[src/source/isa_pkg.sv]
package isa_pkg;

    localparam int OPCODE_W = 6;

    // Primary opcodes
    localparam logic [OPCODE_W-1:0] OP_RTYPE = 6'b000000;
    localparam logic [OPCODE_W-1:0] OP_LW    = 6'b100011;
    localparam logic [OPCODE_W-1:0] OP_SW    = 6'b101011;
    localparam logic [OPCODE_W-1:0] OP_ADDI  = 6'b001000;
    localparam logic [OPCODE_W-1:0] OP_ANDI  = 6'b001100;
    localparam logic [OPCODE_W-1:0] OP_ORI   = 6'b001101;
    localparam logic [OPCODE_W-1:0] OP_SLTI  = 6'b001010;
    localparam logic [OPCODE_W-1:0] OP_BEQ   = 6'b000100;
    localparam logic [OPCODE_W-1:0] OP_BNE   = 6'b000101;
    localparam logic [OPCODE_W-1:0] OP_J     = 6'b000010;

    // R-type funct field
    localparam logic [OPCODE_W-1:0] FN_ADD = 6'b100000;
    localparam logic [OPCODE_W-1:0] FN_SUB = 6'b100010;
    localparam logic [OPCODE_W-1:0] FN_AND = 6'b100100;
    localparam logic [OPCODE_W-1:0] FN_OR  = 6'b100101;
    localparam logic [OPCODE_W-1:0] FN_SLT = 6'b101010;

    typedef enum logic [2:0] {
        ALU_R, ALU_I, LOAD, STORE, BRANCH_EQ, BRANCH_NE, JUMP, INVALID
    } instr_class_t;

    typedef enum logic [2:0] {
        ALU_ADD = 3'd1,
        ALU_SUB = 3'd2,
        ALU_AND = 3'd3,
        ALU_OR  = 3'd4,
        ALU_SLT = 3'd5
    } alu_op_t;

endpackage

[src/source/ctrl_pkg.sv]
package ctrl_pkg;

    // One state per micro-step
    typedef enum logic [4:0] {
        RESET_START,
        FETCH_ADDR,
        FETCH_WAIT,
        FETCH_LOAD,
        DECODE,
        R_EXEC,
        R_WB,
        I_EXEC,
        I_WB,
        LW_ADDR,
        LW_WAIT,
        LW_WB,
        SW_ADDR,
        SW_WRITE,
        BEQ_EXEC,
        BNE_EXEC,
        J_EXEC,
        EXC_ENTER
    } ctrl_state_t;

    typedef enum logic {ADDR_PC, ADDR_ALUOUT} addr_sel_t;

    typedef enum logic {WB_ALUOUT, WB_MDR} wb_sel_t;

    typedef enum logic {DST_RT, DST_RD} dst_sel_t;

    typedef enum logic {SRC_A_PC, SRC_A_REG} src_a_t;

    typedef enum logic [1:0] {
        SRC_B_REG, SRC_B_FOUR, SRC_B_IMM, SRC_B_IMM_SHIFTED
    } src_b_t;

    typedef enum logic [1:0] {
        PC_ALU_RESULT, PC_ALUOUT, PC_JUMP, PC_EXC_VECTOR
    } pc_sel_t;

    typedef enum logic {CAUSE_OVERFLOW, CAUSE_BAD_OPCODE} exc_cause_t;

endpackage

[src/source/instr_decoder.sv]
module instr_decoder (
    input  logic [isa_pkg::OPCODE_W-1:0] opcode,
    input  logic [isa_pkg::OPCODE_W-1:0] funct,
    output isa_pkg::instr_class_t        instr_class,
    output isa_pkg::alu_op_t             alu_op,
    output logic                         traps_overflow
);

    always_comb begin
        instr_class    = isa_pkg::INVALID;
        alu_op         = isa_pkg::ALU_ADD;
        traps_overflow = 1'b0;

        case (opcode)
            isa_pkg::OP_RTYPE: begin
                instr_class = isa_pkg::ALU_R;
                case (funct)
                    isa_pkg::FN_ADD: traps_overflow = 1'b1;
                    isa_pkg::FN_SUB: begin
                        alu_op         = isa_pkg::ALU_SUB;
                        traps_overflow = 1'b1;
                    end
                    isa_pkg::FN_AND: alu_op = isa_pkg::ALU_AND;
                    isa_pkg::FN_OR:  alu_op = isa_pkg::ALU_OR;
                    isa_pkg::FN_SLT: alu_op = isa_pkg::ALU_SLT;
                    default:         instr_class = isa_pkg::INVALID;
                endcase
            end
            isa_pkg::OP_ADDI: begin
                instr_class    = isa_pkg::ALU_I;
                traps_overflow = 1'b1;
            end
            isa_pkg::OP_ANDI: begin
                instr_class = isa_pkg::ALU_I;
                alu_op      = isa_pkg::ALU_AND;
            end
            isa_pkg::OP_ORI: begin
                instr_class = isa_pkg::ALU_I;
                alu_op      = isa_pkg::ALU_OR;
            end
            isa_pkg::OP_SLTI: begin
                instr_class = isa_pkg::ALU_I;
                alu_op      = isa_pkg::ALU_SLT;
            end
            isa_pkg::OP_LW:  instr_class = isa_pkg::LOAD;
            isa_pkg::OP_SW:  instr_class = isa_pkg::STORE;
            isa_pkg::OP_BEQ: instr_class = isa_pkg::BRANCH_EQ;
            isa_pkg::OP_BNE: instr_class = isa_pkg::BRANCH_NE;
            isa_pkg::OP_J:   instr_class = isa_pkg::JUMP;
            default:         instr_class = isa_pkg::INVALID;
        endcase
    end

endmodule

[src/source/step_sequencer.sv]
module step_sequencer #(
    parameter int MEM_WAIT_CYCLES = 2
) (
    input  logic                  clk,
    input  logic                  reset,
    input  isa_pkg::instr_class_t instr_class,
    input  logic                  traps_overflow,
    input  logic                  overflow,
    output ctrl_pkg::ctrl_state_t state,
    output ctrl_pkg::exc_cause_t  exc_cause
);

    localparam int CNT_W = (MEM_WAIT_CYCLES > 1) ? $clog2(MEM_WAIT_CYCLES) : 1;
    localparam logic [CNT_W-1:0] WAIT_LAST = CNT_W'(MEM_WAIT_CYCLES - 1);

    ctrl_pkg::ctrl_state_t next_state;
    ctrl_pkg::exc_cause_t  next_cause;
    logic [CNT_W-1:0]      wait_cnt;
    logic                  wait_done;
    logic                  in_wait;

    assign in_wait   = (state == ctrl_pkg::FETCH_WAIT) || (state == ctrl_pkg::LW_WAIT);
    assign wait_done = (wait_cnt == WAIT_LAST);

    always_comb begin
        next_state = state;
        next_cause = ctrl_pkg::CAUSE_OVERFLOW;

        case (state)
            ctrl_pkg::RESET_START: next_state = ctrl_pkg::FETCH_ADDR;
            ctrl_pkg::FETCH_ADDR:  next_state = ctrl_pkg::FETCH_WAIT;
            ctrl_pkg::FETCH_WAIT: begin
                if (wait_done) begin
                    next_state = ctrl_pkg::FETCH_LOAD;
                end
            end
            ctrl_pkg::FETCH_LOAD:  next_state = ctrl_pkg::DECODE;
            ctrl_pkg::DECODE: begin
                case (instr_class)
                    isa_pkg::ALU_R:     next_state = ctrl_pkg::R_EXEC;
                    isa_pkg::ALU_I:     next_state = ctrl_pkg::I_EXEC;
                    isa_pkg::LOAD:      next_state = ctrl_pkg::LW_ADDR;
                    isa_pkg::STORE:     next_state = ctrl_pkg::SW_ADDR;
                    isa_pkg::BRANCH_EQ: next_state = ctrl_pkg::BEQ_EXEC;
                    isa_pkg::BRANCH_NE: next_state = ctrl_pkg::BNE_EXEC;
                    isa_pkg::JUMP:      next_state = ctrl_pkg::J_EXEC;
                    default: begin
                        next_state = ctrl_pkg::EXC_ENTER;
                        next_cause = ctrl_pkg::CAUSE_BAD_OPCODE;
                    end
                endcase
            end
            // Write-back is skipped when the ALU result traps
            ctrl_pkg::R_EXEC: begin
                next_state = (traps_overflow && overflow) ? ctrl_pkg::EXC_ENTER : ctrl_pkg::R_WB;
            end
            ctrl_pkg::I_EXEC: begin
                next_state = (traps_overflow && overflow) ? ctrl_pkg::EXC_ENTER : ctrl_pkg::I_WB;
            end
            ctrl_pkg::LW_ADDR:     next_state = ctrl_pkg::LW_WAIT;
            ctrl_pkg::LW_WAIT: begin
                if (wait_done) begin
                    next_state = ctrl_pkg::LW_WB;
                end
            end
            ctrl_pkg::SW_ADDR:     next_state = ctrl_pkg::SW_WRITE;
            default:               next_state = ctrl_pkg::FETCH_ADDR;
        endcase
    end

    always_ff @(posedge clk or posedge reset) begin
        if (reset) begin
            state     <= ctrl_pkg::RESET_START;
            wait_cnt  <= '0;
            exc_cause <= ctrl_pkg::CAUSE_OVERFLOW;
        end else begin
            state <= next_state;
            if (in_wait && !wait_done) begin
                wait_cnt <= wait_cnt + 1'b1;
            end else begin
                wait_cnt <= '0;
            end
            if (next_state == ctrl_pkg::EXC_ENTER) begin
                exc_cause <= next_cause;
            end
        end
    end

endmodule

[src/source/control_word_gen.sv]
module control_word_gen (
    input  ctrl_pkg::ctrl_state_t state,
    input  ctrl_pkg::exc_cause_t  exc_cause,
    input  isa_pkg::alu_op_t      alu_op,
    input  logic                  zero,
    output ctrl_pkg::addr_sel_t   iord,
    output logic                  mem_wr,
    output logic                  ir_wr,
    output logic                  reg_wr,
    output logic                  wr_a,
    output logic                  wr_b,
    output ctrl_pkg::wb_sel_t     mem_reg,
    output ctrl_pkg::dst_sel_t    reg_dst,
    output ctrl_pkg::src_a_t      alu_src_a,
    output ctrl_pkg::src_b_t      alu_src_b,
    output isa_pkg::alu_op_t      alu_op_out,
    output logic                  alu_out_wr,
    output ctrl_pkg::pc_sel_t     pc_source,
    output logic                  pc_wr,
    output logic                  epc_wr,
    output ctrl_pkg::exc_cause_t  cause_control
);

    always_comb begin
        iord          = ctrl_pkg::ADDR_PC;
        mem_wr        = 1'b0;
        ir_wr         = 1'b0;
        reg_wr        = 1'b0;
        wr_a          = 1'b0;
        wr_b          = 1'b0;
        mem_reg       = ctrl_pkg::WB_ALUOUT;
        reg_dst       = ctrl_pkg::DST_RT;
        alu_src_a     = ctrl_pkg::SRC_A_PC;
        alu_src_b     = ctrl_pkg::SRC_B_REG;
        alu_op_out    = isa_pkg::ALU_ADD;
        alu_out_wr    = 1'b0;
        pc_source     = ctrl_pkg::PC_ALU_RESULT;
        pc_wr         = 1'b0;
        epc_wr        = 1'b0;
        cause_control = ctrl_pkg::CAUSE_OVERFLOW;

        case (state)
            // ALUOut = PC + 4
            ctrl_pkg::FETCH_ADDR: begin
                alu_src_b  = ctrl_pkg::SRC_B_FOUR;
                alu_out_wr = 1'b1;
            end
            // IR = Mem[PC], ALU still presents PC + 4 to the PC mux
            ctrl_pkg::FETCH_LOAD: begin
                alu_src_b = ctrl_pkg::SRC_B_FOUR;
                ir_wr     = 1'b1;
                pc_wr     = 1'b1;
            end
            // Latch A and B, ALUOut = branch target
            ctrl_pkg::DECODE: begin
                wr_a       = 1'b1;
                wr_b       = 1'b1;
                alu_src_b  = ctrl_pkg::SRC_B_IMM_SHIFTED;
                alu_out_wr = 1'b1;
            end
            ctrl_pkg::R_EXEC: begin
                alu_src_a  = ctrl_pkg::SRC_A_REG;
                alu_op_out = alu_op;
                alu_out_wr = 1'b1;
            end
            ctrl_pkg::I_EXEC: begin
                alu_src_a  = ctrl_pkg::SRC_A_REG;
                alu_src_b  = ctrl_pkg::SRC_B_IMM;
                alu_op_out = alu_op;
                alu_out_wr = 1'b1;
            end
            ctrl_pkg::R_WB: begin
                reg_dst = ctrl_pkg::DST_RD;
                reg_wr  = 1'b1;
            end
            ctrl_pkg::I_WB: reg_wr = 1'b1;
            // Effective address for both loads and stores
            ctrl_pkg::LW_ADDR, ctrl_pkg::SW_ADDR: begin
                alu_src_a  = ctrl_pkg::SRC_A_REG;
                alu_src_b  = ctrl_pkg::SRC_B_IMM;
                alu_out_wr = 1'b1;
            end
            ctrl_pkg::LW_WAIT: iord = ctrl_pkg::ADDR_ALUOUT;
            ctrl_pkg::LW_WB: begin
                mem_reg = ctrl_pkg::WB_MDR;
                reg_wr  = 1'b1;
            end
            ctrl_pkg::SW_WRITE: begin
                iord   = ctrl_pkg::ADDR_ALUOUT;
                mem_wr = 1'b1;
            end
            ctrl_pkg::BEQ_EXEC: begin
                alu_src_a  = ctrl_pkg::SRC_A_REG;
                alu_op_out = isa_pkg::ALU_SUB;
                pc_source  = ctrl_pkg::PC_ALUOUT;
                pc_wr      = zero;
            end
            ctrl_pkg::BNE_EXEC: begin
                alu_src_a  = ctrl_pkg::SRC_A_REG;
                alu_op_out = isa_pkg::ALU_SUB;
                pc_source  = ctrl_pkg::PC_ALUOUT;
                pc_wr      = !zero;
            end
            ctrl_pkg::J_EXEC: begin
                pc_source = ctrl_pkg::PC_JUMP;
                pc_wr     = 1'b1;
            end
            ctrl_pkg::EXC_ENTER: begin
                epc_wr        = 1'b1;
                pc_source     = ctrl_pkg::PC_EXC_VECTOR;
                pc_wr         = 1'b1;
                cause_control = exc_cause;
            end
            default: begin
            end
        endcase
    end

endmodule

[src/source/mips_ctrl_top.sv]
module mips_ctrl_top #(
    parameter int MEM_WAIT_CYCLES = 2
) (
    input  logic                         clk,
    input  logic                         reset,
    input  logic [isa_pkg::OPCODE_W-1:0] opcode,
    input  logic [isa_pkg::OPCODE_W-1:0] funct,
    input  logic                         overflow,
    input  logic                         zero,
    output ctrl_pkg::addr_sel_t          iord,
    output logic                         mem_wr,
    output logic                         ir_wr,
    output logic                         reg_wr,
    output logic                         wr_a,
    output logic                         wr_b,
    output ctrl_pkg::wb_sel_t            mem_reg,
    output ctrl_pkg::dst_sel_t           reg_dst,
    output ctrl_pkg::src_a_t             alu_src_a,
    output ctrl_pkg::src_b_t             alu_src_b,
    output isa_pkg::alu_op_t             alu_op,
    output logic                         alu_out_wr,
    output ctrl_pkg::pc_sel_t            pc_source,
    output logic                         pc_wr,
    output logic                         epc_wr,
    output ctrl_pkg::exc_cause_t         cause_control
);

    isa_pkg::instr_class_t instr_class;
    isa_pkg::alu_op_t      dec_alu_op;
    logic                  traps_overflow;
    ctrl_pkg::ctrl_state_t state;
    ctrl_pkg::exc_cause_t  exc_cause;

    instr_decoder u_decoder (
        .opcode         (opcode),
        .funct          (funct),
        .instr_class    (instr_class),
        .alu_op         (dec_alu_op),
        .traps_overflow (traps_overflow)
    );

    step_sequencer #(
        .MEM_WAIT_CYCLES (MEM_WAIT_CYCLES)
    ) u_sequencer (
        .clk            (clk),
        .reset          (reset),
        .instr_class    (instr_class),
        .traps_overflow (traps_overflow),
        .overflow       (overflow),
        .state          (state),
        .exc_cause      (exc_cause)
    );

    control_word_gen u_ctrl_gen (
        .state         (state),
        .exc_cause     (exc_cause),
        .alu_op        (dec_alu_op),
        .zero          (zero),
        .iord          (iord),
        .mem_wr        (mem_wr),
        .ir_wr         (ir_wr),
        .reg_wr        (reg_wr),
        .wr_a          (wr_a),
        .wr_b          (wr_b),
        .mem_reg       (mem_reg),
        .reg_dst       (reg_dst),
        .alu_src_a     (alu_src_a),
        .alu_src_b     (alu_src_b),
        .alu_op_out    (alu_op),
        .alu_out_wr    (alu_out_wr),
        .pc_source     (pc_source),
        .pc_wr         (pc_wr),
        .epc_wr        (epc_wr),
        .cause_control (cause_control)
    );

endmodule

[config.mk]
export PLATFORM = sky130hd
export DESIGN_NAME = mips_ctrl_top
export DESIGN_NICKNAME = d
export VERILOG_FILES = /design/src/source/isa_pkg.sv /design/src/source/ctrl_pkg.sv /design/src/source/instr_decoder.sv /design/src/source/step_sequencer.sv /design/src/source/control_word_gen.sv /design/src/source/mips_ctrl_top.sv
export SDC_FILE = /design/constraint.sdc
export NUM_CORES = 1
export LEC_CHECK = 0
export ABC_AREA = 1
export BUFFER_PORTS_ARGS = -buffer_cell sky130_fd_sc_hd__buf_2
export CORE_MARGIN = 10
export CORE_UTILIZATION = 40
export DETAILED_ROUTE_END_ITERATION = 16
export PLACE_DENSITY = 0.68
export SLEW_MARGIN = 10
export SYNTH_ARGS = -nofsm -noshare
export SYNTH_HDL_FRONTEND = slang
export SYNTH_HIERARCHICAL = 1
export SYNTH_SLANG_ARGS = --single-unit
export TNS_END_PERCENT = 30
[constraint.sdc]
create_clock -name clk -period 1.45 [get_ports clk]
set_clock_uncertainty 0.15 [all_clocks]
set_input_delay 0.29 -clock clk [delete_from_list [all_inputs] [get_ports clk]]
set_output_delay 0.29 -clock clk [all_outputs]
set_load 0.03 [all_outputs]
After elaboration in Yosys (flattened, before gate mapping)
Cells that the tools add are included.
Widths: inputs -> output; s select.
Storage, ports and cells
  word-level logic and storage cells: 92
  ROM bits: 0
  RAM bits: 0
  input bits: 16
  flip-flop bits (word level): 7
  bits in latches: 0
  memories: 0
  output and inout port bits: 20
Operators by class
  shift operators: 0
  order comparisons: 0
  reduce and logical (&&, ||, !) cells: 20
  multiplexer cells: 30
  div/mod/pow operators: 0
  equal/unequal tests: 38
  $mul: 0
  $add $sub $neg: 1
  bitwise gates (word level): 0
Operators by type and width (number)
  $pmux 5 s9: 1
  $eq 6x6->1 const B: 7
  $eq 5x4->1 const B: 8
  $pmux 5 s7: 1
  $eq 6x4->1 const B: 4
  $pmux 3 s4: 2
  $pmux 3 s7: 1
  $eq 5x3->1 const B: 4
  $mux 5: 4
  $eq 5x5->1 const B: 3
  $mux 1: 15
  $eq 6x3->1 const B: 2
  $pmux 2 s3: 2
  $reduce_or 6->1: 2
  $eq 5x2->1 const B: 2
  $reduce_or 2->1: 5
  $eq 3x3->1 const B: 3
  $reduce_or 3->1: 3
  $reduce_or 7->1: 1
  $eq 3x2->1 const B: 2
  $eq 6x2->1 const B: 1
  $logic_not 6->1: 1
  $pmux 3 s2: 1
  $eq 5x1->1 const B: 1
  other kinds (11): 13

Longest topological paths before layout
  depth after elaboration: 8
  gate-level depth with buffers: 16
  gate-level depth less buffers: 16

Cells and area by module
The synthesis kept the hierarchy.
By module, submodules not included
  step_sequencer: area each 451.7 um2, cells each 65, times used 1, sequential area each 175.2 um2
  instr_decoder: area each 345.3 um2, cells each 69, times used 1, sequential area each 0.0 um2
  control_word_gen: area each 307.8 um2, cells each 66, times used 1, sequential area each 0.0 um2

Worst setup path after synthesis
OpenSTA, ideal clock, no wires.
  path type: register to output
  from: reg u_sequencer.state[2]
  to: out alu_op[0]
  data arrival time: 1.450 ns
  path slack: -0.440 ns
  data required time: 1.010 ns
  buffers on the path: 0
  cell stages (with the launch flop): 5
  path through: dfrtp_1 inv_1 nor2_1 nand3_1 o21ai_0
Between the ends
  word-level cells in the longest chain between the ends: 3
  elaborated cells between the ends (all ways): 7
  those cells by class: 4 x eq/ne; 1 x mux; 2 x reduce/logical
Ends and longest elaborated chain
  start: declaration: RTL line step_sequencer.sv:9  | output ctrl_pkg::ctrl_state_t state,
  start signal: assignment: RTL line step_sequencer.sv:73  | state <= ctrl_pkg::RESET_START;
  start signal: assignment: RTL line step_sequencer.sv:77  | state <= next_state;
  $eq 5x4->1 / $eq 5x3->1 (equally long branches): RTL line control_word_gen.sv:42  | case (state)
  $reduce_or 2->1 (no source line)
  $pmux 3 s2 (*): RTL line control_word_gen.sv:42
  end: declaration: RTL line mips_ctrl_top.sv:20  | output isa_pkg::alu_op_t alu_op,
Every way passes the cells marked *; elsewhere a longest branch is shown, timed or not.

Worst setup path after layout
  from: reg u_sequencer.state[2]
  to: out cause_control
Between the ends
  word-level cells in the longest chain between the ends: 2
Ends and longest elaborated chain
  $eq 5x5->1: RTL line control_word_gen.sv:42
  $mux 1: RTL line control_word_gen.sv:42
  end: declaration: RTL line mips_ctrl_top.sv:25  | output ctrl_pkg::exc_cause_t cause_control
No other way between the ends.

==> out/metrics.cfg <==
[synth]
syn_nets = 216
synth-seq-area-share_pct = 15.9
ys_types = 25
synth_seq_cells = 7
synthesis.area_mm2 = 0.00110
syn_area_per_cell_um2 = 5.52
syn_inst = 200
yosysWarnings = 6

[grt]
grtUsageMet2_pct = 24.9
grt_pass1_wl_um = 6010
grt_overflow = 0
grt-busiest-layer = met2
met1_usage_pct = 14.6
track_usage_pct = 13.4
grt_use_met3_pct = 3.54
grt_pass1_vias = 1413
antenna_found_initial = 0
grt_max_degree = 8

[critical_path]
cp_slowest_cell = dfrtp_2
critPathTopFamily = simple AND/OR/NAND/NOR gates
cp_max_fo = 6
arrival_ps = 1390
crit_type = flop to output pin
cp_data_required_time_ps = 1010
max_stage_delay_ps = 460
setup.worst_path.end_class = output pin
cp_num_buf_inv = 1
start_kind = flop
worstPathCellList = nor2_2 > and2_4 > nand2_4 > nor2_4 > buf_6

[layout]
antenna_cells = 0
final-seq-area_um2 = 180
instances_no_fill = 308
syn2layout_area_growth_pct = 75.1
fin_util_pct = 76.0
drive_gt1_share_pct = 55.0
nNetsFinal = 295
n_fill_cell = 204
multi_input_area_um2 = 927

[cts]
path_clk_slew_ps = 50
numCtsBuffers = 3
cts_buffer_depth = 2
insertion_delay_ps = 250
cts_tree = done
clock_sinks = 7
htree_num_levels = 1
cts-root-buf = clkbuf_4

[sta]
setup_viol = 26
fin_ws_ps = -379
hold_violations = 0
maxSlewHeadroom_pct = 82.0
tightest_slew_ps = 266
period_needed_ps = 1830
rsz0062_at_grt = yes
drv_slew = 0
max_freq_mhz = 547
final.period_utilization_pct = 126

[placed_design]
hpwl_um = 2600
dp_cells = 292
detailedPlace.worstSlack_ps = -474
port_buffers = 35
gp_congestion = 0.845

[power_and_ir_drop]
max-vdd-ir-drop_mv = 2.20
total_leakage_power_nw = 1.09
power.density_mw_per_mm2 = 1520

[floorplan]
rows = 18
die_h_um = 72.6
core_area_mm2 = 0.00254
die_area_mm2 = 0.00526
die_x_um = 72.6
initial_utilization_pct = 43.4
pin_count = 36

[routing]
drc = 0
vias_per_cell = 4.88
dr.first_iter.drc_count = 62
route.vias.total = 1503
finalWirelength_um = 3620
detail_route.wl_per_cell_um = 11.7
ant_nets = 0
dr.pass1.iters = 4

[min_path]
hp-class = flop to flop

[run_status]
failed_checks = setup timing
status = complete, but fails checks

[job]
drv_cap = 0

Yosys cell counts (all sizes together):
cell	count	area (um^2)
o21ai	9	45.0
nand4	5	31.3
inv	44	165
dfrtp	7	175
nor2	45	240
o21bai	1	7.51
nand3	29	168
clkinv	1	3.75
o2111ai	2	17.5
o31ai	1	7.51
xor2	1	8.76
or2	1	6.26
buf	1	7.51
o211ai	1	7.51
nor3	1	5.00
and2	1	6.26
nand2	50	203
final timing paths:
path	from	end	slack [ps]	cells past startpoint
setup / recovery	u_sequencer/state[2]	cause_control	-380	5
min in group asynchronous	reset	u_sequencer/state[4]	380	3
max in group asynchronous	reset	u_sequencer/state[0]	540	3
hold reg to reg	u_sequencer/wait_cnt	u_sequencer/wait_cnt	310	1
hold / removal	u_sequencer/wait_cnt	u_sequencer/wait_cnt	310	1
setup reg to reg	u_sequencer/state[3]	u_sequencer/exc_cause	-190	10
layout make-up:
class,instances,area share [%]
repair buffers,75,30.7
multi-input cells,147,47.9
inverters,45,8.73
well taps,30,1.94
flip-flops and latches,7,9.31
clock buffers,4,1.36
flip-flops by register name, indices dropped and copies added (netlist names):
signal	flops
u_sequencer/exc_cause	1
u_sequencer/state	5
u_sequencer/wait_cnt	1
routing by layer:
metal | vias up | share of wire (%)
met4 | 0 | 1.3
met2 | 44 | 52
met1 | 677 | 40
li1 | 776 | -
met5 | - | 0
met3 | 6 | 6.8
timing repair:
| action | 4_1_cts | 5_1_grt |
|---|---|---|
| hold endpoints to repair | 7 | 0 |
| gates cloned | 0 | 0 |
| pin swaps | 9 | 12 |
| hold buffers | 1 | 0 |
| resized for setup | 58 | 22 |
| setup buffers | 9 | 2 |
| endpoints found under the setup margin | 26 | 27 |
per-stage QoR:
stage / TNS [ps] / instance area, um^2 / hold slack (ps) / power (mW)
6_report: -7040 / 1930 / 313 / 2.93
5_1_grt: -9510 / 1930 / 329 / 3.16
4_1_cts: -6730 / 1860 / 293 / 2.79
3_5_place_dp: -4400 / 1570 / 68.3 / 2.19
3_3_place_gp: -4290 / 1570 / 67.6 / 2.18
2_1_floorplan: -2060 / 1160 / -56.8 / 1.60
cell families (layout without fill, tap and decap cells):
kind of cell / after synthesis / count (layout) / share of synthesized area, %
AOI/OAI and AO/OA: 14 / 14 / 7.70
xor gates and xnor gates: 1 / 1 / 0.793
buffers and inverters: 46 / 124 / 16.0
DFF: 7 / 7 / 15.9
and+or+nand+nor: 132 / 132 / 59.7
cells in the final DEF, fill, tap and decap left out, types with 4 or more instances in the layout:
cell type   n
buf_4      43
nand2_1    35
inv_1      30
nor2_1     18
nand3_1    18
buf_6      17
nor2_2     15
buf_2      14
inv_2      14
nand2_2    13
nor2_4     11
nand3_2     8
nand4_1     5
o21ai_1     4
dfrtp_2     4
where the power goes:
| part | switching (mW) | leakage (nW) | total, mW | internal (mW) |
|---|---|---|---|---|
| logic | 1.33 | 0.990 | 2.31 | 0.983 |
| clock network | 0.0712 | 0.0150 | 0.176 | 0.105 |
| registers | 0.155 | 0.0836 | 0.444 | 0.289 |
| total | 1.56 | 1.09 | 2.93 | 1.38 |
Power figures use the tool's default switching activity.
